===== config.mk =====
export PLATFORM = sky130hd
export DESIGN_NAME = rob_subsystem
export DESIGN_NICKNAME = d
export VERILOG_FILES = /design/src/hw/lc3b_types.sv /design/src/hw/lc3b_regfile.sv /design/src/hw/reorder_buffer.sv /design/src/hw/reorder_buffer_data.sv /design/src/hw/rob_commit.sv /design/src/hw/rob_subsystem.sv
export SDC_FILE = /design/constraint.sdc
export NUM_CORES = 1
export LEC_CHECK = 0
export BUFFER_PORTS_ARGS = -buffer_cell sky130_fd_sc_hd__buf_2
export CORE_MARGIN = 2
export CORE_UTILIZATION = 60
export DETAILED_ROUTE_END_ITERATION = 8
export GPL_TIMING_DRIVEN = 0
export PLACE_DENSITY = 0.89
export SLEW_MARGIN = 20
export SYNTH_ARGS = -nofsm -noshare
export SYNTH_HDL_FRONTEND = slang
export SYNTH_SLANG_ARGS = --single-unit

===== constraint.sdc =====
create_clock -name clk -period 7.45 [get_ports clk]
set_input_delay 1.1175 -clock clk [delete_from_list [all_inputs] [get_ports clk]]
set_output_delay 1.1175 -clock clk [all_outputs]
set_load 0.01 [all_outputs]

===== src/hw/lc3b_types.sv =====
package lc3b_types;

	typedef logic [15:0] lc3b_word;  // Data and PC word
	typedef logic [2:0] lc3b_reg;    // Architectural register index
	typedef logic [2:0] lc3b_tag;    // ROB entry tag on the CDB

	// LC-3b opcode from bits [15:12] of the instruction
	typedef enum logic [3:0] {
		op_br   = 4'b0000,
		op_add  = 4'b0001,
		op_ldb  = 4'b0010,
		op_stb  = 4'b0011,
		op_jsr  = 4'b0100,
		op_and  = 4'b0101,
		op_ldr  = 4'b0110,
		op_str  = 4'b0111,
		op_rti  = 4'b1000,
		op_not  = 4'b1001,
		op_ldi  = 4'b1010,
		op_sti  = 4'b1011,
		op_jmp  = 4'b1100,
		op_shf  = 4'b1101,
		op_lea  = 4'b1110,
		op_trap = 4'b1111
	} lc3b_opcode;

	// Result broadcast from an execute unit
	typedef struct packed {
		logic valid;
		lc3b_tag tag;
		lc3b_word data;
	} CDB;

	// Register write produced at retire
	typedef struct packed {
		logic valid;
		lc3b_reg dest;
		lc3b_word value;
	} rob_commit_t;

	typedef enum logic {idle, retire} commit_state_t;

	// Branches retire without touching the register file
	function automatic logic writes_register(lc3b_opcode op);
		return op != op_br;
	endfunction

endpackage : lc3b_types


===== src/hw/lc3b_regfile.sv =====
`timescale 1ns/10ps

module lc3b_regfile (
	input logic clk,
	input logic rst_n,
	input lc3b_types::rob_commit_t commit_in,
	input lc3b_types::lc3b_reg arch_read_addr,
	output lc3b_types::lc3b_word arch_read_value
);
	import lc3b_types::*;

	lc3b_word regs [8];

	always_ff @(posedge clk or negedge rst_n) begin
		if (!rst_n) begin
			for (int i = 0; i < 8; i++)
				regs[i] <= '0;
		end else if (commit_in.valid) begin
			regs[commit_in.dest] <= commit_in.value;
		end
	end

	assign arch_read_value = regs[arch_read_addr];  // No bypass from the commit port

endmodule : lc3b_regfile


===== src/hw/reorder_buffer.sv =====
`timescale 1ns/10ps

module reorder_buffer #(
	parameter int data_width = 16,
	parameter int tag_width = 3
) (
	input logic clk,
	input logic rst_n,
	input logic WE,
	input logic RE,
	input logic flush,

	input lc3b_types::lc3b_opcode inst,
	input lc3b_types::lc3b_reg dest,
	input logic [data_width-1:0] value,
	input logic predict,
	input lc3b_types::lc3b_word orig_pc_in,
	input lc3b_types::CDB CDB_in,

	input logic [tag_width-1:0] sr1_read_addr,
	input logic [tag_width-1:0] sr2_read_addr,

	output logic [tag_width-1:0] w_addr_out,
	output logic [tag_width-1:0] r_addr_out,
	output logic valid_out,
	output lc3b_types::lc3b_opcode inst_out,
	output lc3b_types::lc3b_reg dest_out,
	output logic [data_width-1:0] value_out,
	output logic predict_out,
	output lc3b_types::lc3b_word orig_pc_out,
	output logic empty_out,
	output logic full_out,

	output logic [data_width-1:0] sr1_value_out,
	output logic sr1_valid_out,
	output logic [data_width-1:0] sr2_value_out,
	output logic sr2_valid_out
);
	import lc3b_types::*;

	lc3b_opcode inst_in;
	lc3b_reg dest_in;
	logic [data_width-1:0] value_in_fifo, value_in_addr;
	logic predict_in;
	logic ld_inst, ld_dest, ld_value, ld_valid, ld_predict, ld_orig_pc;
	logic [tag_width-1:0] addr_in;
	logic empty, full;
	logic [data_width-1:0] data_sr1_value_out, data_sr2_value_out;
	lc3b_opcode sr1_opcode, sr2_opcode;
	logic sr1_predict, sr2_predict;
	lc3b_word sr1_orig_pc_out, sr2_orig_pc_out;

	// Dispatch fields all load on WE
	assign ld_inst = WE;
	assign ld_dest = WE;
	assign ld_predict = WE;
	assign ld_orig_pc = WE;
	assign inst_in = inst;
	assign dest_in = dest;
	assign value_in_fifo = value;
	assign predict_in = predict;

	// CDB writeback
	assign ld_value = CDB_in.valid;
	assign ld_valid = CDB_in.valid;
	assign value_in_addr = data_width'(CDB_in.data);
	assign addr_in = tag_width'(CDB_in.tag);

	assign empty_out = empty;
	assign full_out = full;

	// Each port gives the link value of its own predicted JSR
	assign sr1_value_out = (sr1_opcode == op_jsr && sr1_predict) ?
		data_width'(sr1_orig_pc_out + 16'd2) : data_sr1_value_out;
	assign sr2_value_out = (sr2_opcode == op_jsr && sr2_predict) ?
		data_width'(sr2_orig_pc_out + 16'd2) : data_sr2_value_out;

	reorder_buffer_data #(
		.data_width(data_width),
		.tag_width(tag_width)
	) rob_data_i (.*);

endmodule : reorder_buffer


===== src/hw/reorder_buffer_data.sv =====
`timescale 1ns/10ps

module reorder_buffer_data #(
	parameter int data_width = 16,
	parameter int tag_width = 3
) (
	input logic clk,
	input logic rst_n,
	input logic flush,

	input logic ld_inst,
	input logic ld_dest,
	input logic ld_value,
	input logic ld_valid,
	input logic ld_predict,
	input logic ld_orig_pc,
	input logic RE,

	input lc3b_types::lc3b_opcode inst_in,
	input lc3b_types::lc3b_reg dest_in,
	input logic [data_width-1:0] value_in_fifo,  // Initial value at dispatch
	input logic [data_width-1:0] value_in_addr,  // Result from the CDB
	input logic predict_in,
	input lc3b_types::lc3b_word orig_pc_in,
	input logic [tag_width-1:0] addr_in,

	input logic [tag_width-1:0] sr1_read_addr,
	input logic [tag_width-1:0] sr2_read_addr,

	output logic [tag_width-1:0] w_addr_out,
	output logic [tag_width-1:0] r_addr_out,

	output logic valid_out,
	output logic predict_out,
	output lc3b_types::lc3b_opcode inst_out,
	output lc3b_types::lc3b_reg dest_out,
	output logic [data_width-1:0] value_out,
	output lc3b_types::lc3b_word orig_pc_out,

	output logic empty,
	output logic full,

	output logic [data_width-1:0] data_sr1_value_out,
	output logic [data_width-1:0] data_sr2_value_out,
	output logic sr1_valid_out,
	output logic sr2_valid_out,
	output lc3b_types::lc3b_opcode sr1_opcode,
	output lc3b_types::lc3b_opcode sr2_opcode,
	output logic sr1_predict,
	output logic sr2_predict,
	output lc3b_types::lc3b_word sr1_orig_pc_out,
	output lc3b_types::lc3b_word sr2_orig_pc_out
);
	import lc3b_types::*;

	localparam int depth = 1 << tag_width;

	// Entry fields
	lc3b_opcode inst_arr [depth];
	lc3b_reg dest_arr [depth];
	logic [data_width-1:0] value_arr [depth];
	logic [depth-1:0] predict_vec;
	lc3b_word orig_pc_arr [depth];
	logic [depth-1:0] valid_vec;  // Result has arrived

	// Extra top bit tells full from empty
	logic [tag_width:0] head_ptr;
	logic [tag_width:0] tail_ptr;
	logic [tag_width-1:0] head_idx;
	logic [tag_width-1:0] tail_idx;
	logic push;
	logic pop;

	assign head_idx = head_ptr[tag_width-1:0];
	assign tail_idx = tail_ptr[tag_width-1:0];

	assign empty = (head_ptr == tail_ptr);
	assign full = (head_ptr[tag_width] != tail_ptr[tag_width]) && (head_idx == tail_idx);

	assign push = ld_inst & ~full;  // Dropped while full
	assign pop = RE & ~empty;

	always_ff @(posedge clk or negedge rst_n) begin
		if (!rst_n) begin
			head_ptr <= '0;
			tail_ptr <= '0;
			valid_vec <= '0;
		end else if (flush) begin
			head_ptr <= '0;
			tail_ptr <= '0;
			valid_vec <= '0;
		end else begin
			if (push) begin
				tail_ptr <= tail_ptr + 1'b1;
				valid_vec[tail_idx] <= 1'b0;  // Pending until its CDB beat
			end
			if (ld_valid)
				valid_vec[addr_in] <= 1'b1;
			if (pop)
				head_ptr <= head_ptr + 1'b1;
		end
	end

	always_ff @(posedge clk) begin
		if (push) begin
			inst_arr[tail_idx] <= inst_in;
			value_arr[tail_idx] <= value_in_fifo;
		end
		if (ld_dest && !full)
			dest_arr[tail_idx] <= dest_in;
		if (ld_predict && !full)
			predict_vec[tail_idx] <= predict_in;
		if (ld_orig_pc && !full)
			orig_pc_arr[tail_idx] <= orig_pc_in;
		// CDB result lands after any dispatch write
		if (ld_value)
			value_arr[addr_in] <= value_in_addr;
	end

	assign w_addr_out = tail_idx;
	assign r_addr_out = head_idx;

	// Head entry
	assign valid_out = valid_vec[head_idx] & ~empty;
	assign predict_out = predict_vec[head_idx];
	assign inst_out = inst_arr[head_idx];
	assign dest_out = dest_arr[head_idx];
	assign value_out = value_arr[head_idx];
	assign orig_pc_out = orig_pc_arr[head_idx];

	// Operand lookup by tag
	assign data_sr1_value_out = value_arr[sr1_read_addr];
	assign data_sr2_value_out = value_arr[sr2_read_addr];
	assign sr1_valid_out = valid_vec[sr1_read_addr];
	assign sr2_valid_out = valid_vec[sr2_read_addr];
	assign sr1_opcode = inst_arr[sr1_read_addr];
	assign sr2_opcode = inst_arr[sr2_read_addr];
	assign sr1_predict = predict_vec[sr1_read_addr];
	assign sr2_predict = predict_vec[sr2_read_addr];
	assign sr1_orig_pc_out = orig_pc_arr[sr1_read_addr];
	assign sr2_orig_pc_out = orig_pc_arr[sr2_read_addr];

endmodule : reorder_buffer_data


===== src/hw/rob_commit.sv =====
`timescale 1ns/10ps

module rob_commit (
	input logic clk,
	input logic rst_n,
	input logic valid_out,
	input lc3b_types::lc3b_opcode inst_out,
	input lc3b_types::lc3b_reg dest_out,
	input lc3b_types::lc3b_word value_out,
	input logic empty_out,
	output logic RE,
	output lc3b_types::rob_commit_t commit_out
);
	import lc3b_types::*;

	commit_state_t state, next_state;
	logic head_ready;

	assign head_ready = valid_out & ~empty_out;

	always_comb begin
		next_state = state;
		case (state)
			idle: if (head_ready) next_state = retire;
			retire: if (!head_ready) next_state = idle;  // Back-to-back retires stay here
			default: next_state = idle;
		endcase
	end

	always_ff @(posedge clk or negedge rst_n) begin
		if (!rst_n)
			state <= idle;
		else
			state <= next_state;
	end

	// Retire decision is combinational from the head
	assign RE = head_ready;

	always_comb begin
		commit_out.valid = head_ready & writes_register(inst_out);
		commit_out.dest = dest_out;
		commit_out.value = value_out;
	end

endmodule : rob_commit


===== src/hw/rob_subsystem.sv =====
`timescale 1ns/10ps

module rob_subsystem #(
	parameter int data_width = 16,
	parameter int tag_width = 3
) (
	input logic clk,
	input logic rst_n,

	input logic WE,
	input lc3b_types::lc3b_opcode inst,
	input lc3b_types::lc3b_reg dest,
	input logic [data_width-1:0] value,
	input logic predict,
	input lc3b_types::lc3b_word orig_pc_in,
	input lc3b_types::CDB cdb_in,
	input logic flush,

	input logic [tag_width-1:0] sr1_read_addr,
	input logic [tag_width-1:0] sr2_read_addr,

	output logic [tag_width-1:0] w_addr_out,
	output logic full_out,
	output logic empty_out,
	output logic [data_width-1:0] sr1_value_out,
	output logic sr1_valid_out,
	output logic [data_width-1:0] sr2_value_out,
	output logic sr2_valid_out,
	output lc3b_types::rob_commit_t commit_out,

	input lc3b_types::lc3b_reg arch_read_addr,
	output lc3b_types::lc3b_word arch_read_value
);
	import lc3b_types::*;

	// Head of the buffer toward commit
	logic head_valid;
	lc3b_opcode head_inst;
	lc3b_reg head_dest;
	logic [data_width-1:0] head_value;
	logic re;

	reorder_buffer #(
		.data_width(data_width),
		.tag_width(tag_width)
	) reorder_buffer_i (
		.clk(clk),
		.rst_n(rst_n),
		.WE(WE),
		.RE(re),
		.flush(flush),
		.inst(inst),
		.dest(dest),
		.value(value),
		.predict(predict),
		.orig_pc_in(orig_pc_in),
		.CDB_in(cdb_in),
		.sr1_read_addr(sr1_read_addr),
		.sr2_read_addr(sr2_read_addr),
		.w_addr_out(w_addr_out),
		.r_addr_out(),
		.valid_out(head_valid),
		.inst_out(head_inst),
		.dest_out(head_dest),
		.value_out(head_value),
		.predict_out(),
		.orig_pc_out(),
		.empty_out(empty_out),
		.full_out(full_out),
		.sr1_value_out(sr1_value_out),
		.sr1_valid_out(sr1_valid_out),
		.sr2_value_out(sr2_value_out),
		.sr2_valid_out(sr2_valid_out)
	);

	rob_commit rob_commit_i (
		.clk(clk),
		.rst_n(rst_n),
		.valid_out(head_valid),
		.inst_out(head_inst),
		.dest_out(head_dest),
		.value_out(lc3b_word'(head_value)),
		.empty_out(empty_out),
		.RE(re),
		.commit_out(commit_out)
	);

	lc3b_regfile lc3b_regfile_i (
		.clk(clk),
		.rst_n(rst_n),
		.commit_in(commit_out),
		.arch_read_addr(arch_read_addr),
		.arch_read_value(arch_read_value)
	);

endmodule : rob_subsystem


==> Word-level counts from Yosys, hierarchy flattened <==
Memory sizes are Yosys's and may differ from the RTL's.
Cells that the tools add are included.
{ "word_totals": {"regBits": 152, "mem_bits_rw": 312, "inputBits": 73, "out_inout_bits": 75, "elab_cells": 95, "n_memories": 4} }
{ "classes": {"n_addsub": 4, "magnitude_cmp": 10, "n_eq_ne": 5, "n_mux": 37, "bitwise_logic": 12, "n_reduce_logical": 11} }
{ "memory_table": {"columns": ["memory", "words", "width", "read_ports", "rd_clocked_by_memory_dff", "write_ports", "line_no", "source"], "rows": [
  ["reorder_buffer_i.rob_data_i.orig_pc_arr", 8, 16, 2, 0, 1, "reorder_buffer_data.sv:63", "lc3b_word orig_pc_arr [depth];"],
  ["reorder_buffer_i.rob_data_i.value_arr", 8, 16, 3, 0, 2, "reorder_buffer_data.sv:61", "logic [data_width-1:0] value_arr [depth];"],
  ["reorder_buffer_i.rob_data_i.inst_arr", 8, 4, 3, 0, 1, "reorder_buffer_data.sv:59", "lc3b_opcode inst_arr [depth];"],
  ["reorder_buffer_i.rob_data_i.dest_arr", 8, 3, 1, 0, 1, "reorder_buffer_data.sv:60", "lc3b_reg dest_arr [depth];"]
]} }
{ "op_table": {"columns": ["operator", "count"], "rows": [
  ["128-bit bitwise mux", 1],
  ["16-bit 2-to-1 mux", 5],
  ["16-bit binary-select mux with 3-bit select", 1],
  ["16-bit demux with 3-bit select", 1],
  ["16-bit by 2-bit adder with 16-bit output, second input constant", 2],
  ["8-bit 2-to-1 mux", 4],
  ["3-bit by 4-bit < comparator with 1-bit output, second input constant", 5],
  ["4-bit 2-to-1 mux", 4],
  ["1-bit binary-select mux with 3-bit select", 5],
  ["1-bit 2-to-1 mux", 13],
  ["4-bit by 1-bit adder with 4-bit output, second input constant", 2],
  ["8-bit bitwise AND", 1],
  ["8-bit bitwise mux", 1],
  ["4-bit by 3-bit == test with 1-bit output, second input constant", 2],
  ["4-bit greater-or-equal comparator, second input constant", 2],
  ["3-bit NOT with 4-bit output", 2],
  ["8-bit NOT", 1],
  ["8-bit bitwise OR", 1],
  ["1-bit logical AND", 7],
  ["1-bit demux with 3-bit select", 2],
  ["3-bit by 1-bit greater-or-equal comparator with 1-bit output, second input constant", 2],
  ["1-bit bitwise AND", 5],
  ["4-bit == test", 1],
  ["4-bit by 1-bit < comparator with 1-bit output, second input constant", 1],
  ["6 further kinds", 8]
]} }

==> Logic depth before layout (Yosys ltp) <==
{ "depth": {"ltp_word": 11, "ltp_mapped": 12, "mapped_depth_nobuf": 8} }

==> Hierarchy <==
A second synthesis with hierarchy kept.
{ "unflattened": {"hier_cells": 1541, "hier_area_um2": 26334.0} }
{ "by_module_without_submodules": {"columns": ["mod", "n_inst", "cells_per_inst", "area_each_um2"], "rows": [
  ["reorder_buffer_data", 1, 1047, 19409.9],
  ["lc3b_regfile", 1, 336, 5929.4],
  ["reorder_buffer", 1, 137, 834.6],
  ["rob_commit", 1, 21, 160.2]
]} }

==> Least setup slack after synthesis <==
Ideal clock, no wire load.
{ "synth_timing": {"kind": "in2out", "from": "in sr1_read_addr[1]", "to": "out sr1_value_out[15]", "arrival_ps": 3620, "required_time_ps": 6332, "setup_slack_ps": 2712, "path_stages": 12, "cell_sequence": "buf_6 > buf_12 > buf_4 > clkbuf_1 > buf_1 > nand2_1 > nand2_1 > ha_1 > a21boi_2 > nand3_2 > or4_1 > a31o_1"} }
{ "synth_between": {"elab_chain_cells": 4} }
{ "synth_lines": {"columns": ["element", "line_no", "source"], "rows": [
  ["start: declaration", "rob_subsystem.sv:19", "input logic [tag_width-1:0] sr1_read_addr,"],
  ["parallel branches: the longest is 3 deep, another holds memory 8 x 16 bit", null, null],
  ["16-bit 2-to-1 mux (*)", "reorder_buffer.sv:73", "assign sr1_value_out = (sr1_opcode == op_jsr && sr1_predict) ?"],
  ["end: declaration", "rob_subsystem.sv:25", "output logic [data_width-1:0] sr1_value_out,"]
]} }
Every way passes the cells marked *. The select of a mux whose other input is x is not followed.

==> Final worst setup path <==
Ends and elaborated chain as after synthesis.

==> flow_metrics.env <==
export IMPL_p_seq_share_pct=49.2
export IMPL_slowest_stage="buf_1"
export IMPL_crit_path_max_fanout=10
export IMPL_cts_buffer_depth=3
export IMPL_swShare_pct=25.0
export IMPL_crit_buf_inv=6
export IMPL_synthArstFlopShare_pct=31.0
export IMPL_cts_max_level=2
export IMPL_cp_required_ps=6330
export IMPL_drtAntennaViolNets=0
export IMPL_syn_cell_area_mm2=0.0244
export IMPL_die_h_um=206
export IMPL_setup_viol=0
export IMPL_timing_slew_headroom_pct=19.5
export IMPL_cts_hold_buf=0
export IMPL_grt_max_degree=103
export IMPL_syn_avg_cell_area_um2=17.2
export IMPL_crit_chain="buf_6 > buf_12 > buf_4 > clkbuf_1 > buf_1 > nand2_1 > nand2_1 > ha_1 > a21boi_2 > nand3_2 > or4_1 > a31o_1 > buf_2"
export IMPL_crit_top_cell="nand2_1"
export IMPL_comb_power_share_pct=13.4
export IMPL_status="complete, no violations"
export IMPL_remaining_drc_errors=0
export IMPL_synth_top_flop_cell="edfxtp_1"
export IMPL_yosys_area_top_type="edfxtp_1"
export IMPL_cap_violations=0
export IMPL_worstHoldPathType="input port to asynchronous set/reset pin"
export IMPL_worstPathArrival_ps=5140
export IMPL_rows=73
export IMPL_synth_edf_count=320
export IMPL_final_cell_count_no_fill=2183
export IMPL_ir_worst_vdd_mv=0.202
export IMPL_gp_congestion=0.972
export IMPL_endpoint_kind="primary output"
export IMPL_core_area_mm2=0.0400
export IMPL_die_area_mm2=0.0424
export IMPL_grt_first_pass_wirelength_um=102000
export IMPL_power_density_mw_per_mm2=219
export IMPL_fin_crit_ps=6260
export IMPL_dp_cells=2093
export IMPL_io_pins=148
export IMPL_grt_total_usage_pct=33.5
export IMPL_rsz0062_at_grt="false"
export IMPL_drt_iter0_markers=2252
export IMPL_criticalPathCategory="input port to primary output"
export IMPL_cts_sinks=464
export IMPL_yosys_register_bits=464
export IMPL_grt_pass1_vias=16100
export IMPL_area_growth_pct=12.1
export IMPL_clock_skew_ps=19.3
export IMPL_p_sw_uw=1500
export IMPL_synth_top_cell_area_share_pct=39.3
export IMPL_intPower_uw=4500
export IMPL_dp_hpwl_um=46500
export IMPL_start_util_pct=61.1
export IMPL_dr_total_vias=15600
export IMPL_overflow=0
export IMPL_pwr_share_clk_pct=37.4
export IMPL_path_clk_slew_ps=60
export IMPL_synthesis_nets=1501
export IMPL_port_buffers=139
export IMPL_fmax_mhz=160
export IMPL_numCtsBuffers=47
export IMPL_post_route_period_util_pct=84.0
export IMPL_maxSlewViolCount=0
export IMPL_power_uw=6000
export IMPL_cts_tree="done"
export IMPL_hold_viol=0
export IMPL_die_w_um=206
export IMPL_critPathMaxStageDelay_ps=830
export IMPL_antenna_found_initial=10
export IMPL_cts_resized=0
export IMPL_syn_instance_count=1424
export IMPL_nets=1694
export IMPL_vias_per_cell=7.13
export IMPL_yosysWarningCount=0
export IMPL_ys_seq_area_share_pct=54.1
export IMPL_cts_root_buffer="clkbuf_16"
export IMPL_drive_above_1_share_pct=48.4
export IMPL_fillers=2484
export IMPL_insertion_delay_ps=600
export IMPL_totalWireLength_um=69300
export IMPL_crit_family="buffers and inverters"
export IMPL_ys_types=68
export IMPL_power_leakage_uw=0.0106
export IMPL_tns_ps=0
export IMPL_post_cts_buffers=0
export IMPL_drt_pass1_iter_count=6
export IMPL_cp_start_kind="input port"
export IMPL_wire_per_inst_um=31.7
export IMPL_max_slew_worst_pin_slew_ps=1200
export IMPL_synth_area_top_cells="edfxtp_1 39%, mux4_2 19%, dfrtp_1 15%"
==> path summary, 6_finish.rpt <==
path,from,end,slack [ps],cells past startpoint
min in group clk,lc3b_regfile_i.regs[96],lc3b_regfile_i.regs[96],490,1
max in group asynchronous,rst_n,lc3b_regfile_i.regs[37],6210,2
min reg2reg,lc3b_regfile_i.regs[96],lc3b_regfile_i.regs[96],490,1
min,rst_n,lc3b_regfile_i.regs[32],410,1
max,sr1_read_addr[1],sr1_value_out[15],1190,13
max reg2reg,reorder_buffer_i.rob_data_i.tail_ptr[1],reorder_buffer_i.rob_data_i.value_arr[0][3],3800,7
==> flip-flops by register name, indices dropped and copies added (netlist names) <==
name and cells:
reorder_buffer_i.rob_data_i.dest_arr 24, reorder_buffer_i.rob_data_i.value_arr 128, reorder_buffer_i.rob_data_i.head_ptr 4, reorder_buffer_i.rob_data_i.orig_pc_arr 128
reorder_buffer_i.rob_data_i.inst_arr 32, reorder_buffer_i.rob_data_i.valid_vec 8, reorder_buffer_i.rob_data_i.tail_ptr 4, reorder_buffer_i.rob_data_i.predict_vec 8
lc3b_regfile_i.regs 128
==> routing by layer <==
layer	track usage (%)	up-vias	part of all wire, %
li1	-	6193	-
met1	42.4	7905	35
met2	52.0	1149	47
met3	9.44	319	12
met4	20.1	8	6.6
met5	0	-	0.071
==> synthesized netlist by cell type (all sizes together) (6+ instances only) <==
cell and count:
nor4 15, dfrtp 144, nand4 10, nor2b 11, edfxtp 320, nand2b 8, xor2 10, mux2 297
buf 66, or2 6, a211oi 6, nand2 58, clkbuf 32, mux2i 63, nor3 6, nand3 23
inv 14, o21ai 17, a21oi 19, xnor2 20, nor2 20, mux4 210
==> cell type report <==
type	count	area [um2]	area share, %
tap	525	657	2.40
sequential	464	13200	48.2
timing repair buffer	144	823	3.00
buffer	98	562	2.05
antenna	8	20.0	0.0730
clock buffer	63	1300	4.73
inverter	14	52.6	0.192
clock inverter	19	139	0.507
multi-input combinational	848	10600	38.8
==> stage by stage <==
| step | setup slack (ps) | instance area [um2] | utilization (%) | hold slack, ps |
|---|---|---|---|---|
| 6_report | 1190 | 27400 | 68.5 | 412 |
| 3_5_place_dp | 1550 | 26000 | 64.9 | 486 |
| 3_3_place_gp | 1670 | 25800 | 64.5 | 469 |
| 4_1_cts | 1440 | 27400 | 68.5 | 402 |
| 5_1_grt | 1220 | 27400 | 68.5 | 417 |
| 2_1_floorplan | 2710 | 24400 | - | 459 |
==> cells by family after synthesis <==
group,synth area share (%)
DFF,54.1
and+or+nand+nor,4.05
adders and majority gates,0.205
xor gates and xnor gates,1.07
muxes,36.3
buffers and inverters,2.51
AOI/OAI and AO/OA,1.80
==> layout by cell type, fill, tap and decap left out, types with 5 or more instances in the layout <==
cell / Yosys / routed
mux2_2: 251 / 251
inv_1: 13 / 7
dfrtp_1: 144 / 144
o21ai_0: 15 / 14
diode_2: 0 / 8
nand2b_1: 8 / 8
edfxtp_1: 320 / 320
inv_2: 1 / 7
clkbuf_16: 0 / 49
buf_6: 8 / 8
xnor2_1: 20 / 20
mux4_2: 205 / 205
or2_2: 6 / 6
nand2_4: 7 / 7
clkbuf_1: 31 / 42
buf_4: 18 / 19
nor2b_1: 11 / 10
nor2_1: 19 / 18
mux4_1: 5 / 5
buf_1: 12 / 12
a21oi_1: 18 / 18
mux2_4: 40 / 40
buf_2: 26 / 164
nor4_1: 14 / 14
nor3_1: 6 / 5
nand4_1: 10 / 10
xor2_1: 10 / 10
mux2i_1: 63 / 63
mux2_1: 6 / 6
nand3_1: 22 / 22
a211oi_1: 6 / 6
nand2_1: 50 / 50
clkinv_2: 0 / 9
==> power by group through the flow <==
stage | sequential, uW | clock (uW) | combinational [uW]
floorplan | 2970 | 0 | 495
global placement | 2990 | 0 | 744
detailed placement | 3000 | 0 | 777
CTS | 2950 | 2260 | 785
global route | 2960 | 2360 | 837
finish | 2950 | 2250 | 803
No activity file was read; power rests on OpenSTA's default activity.
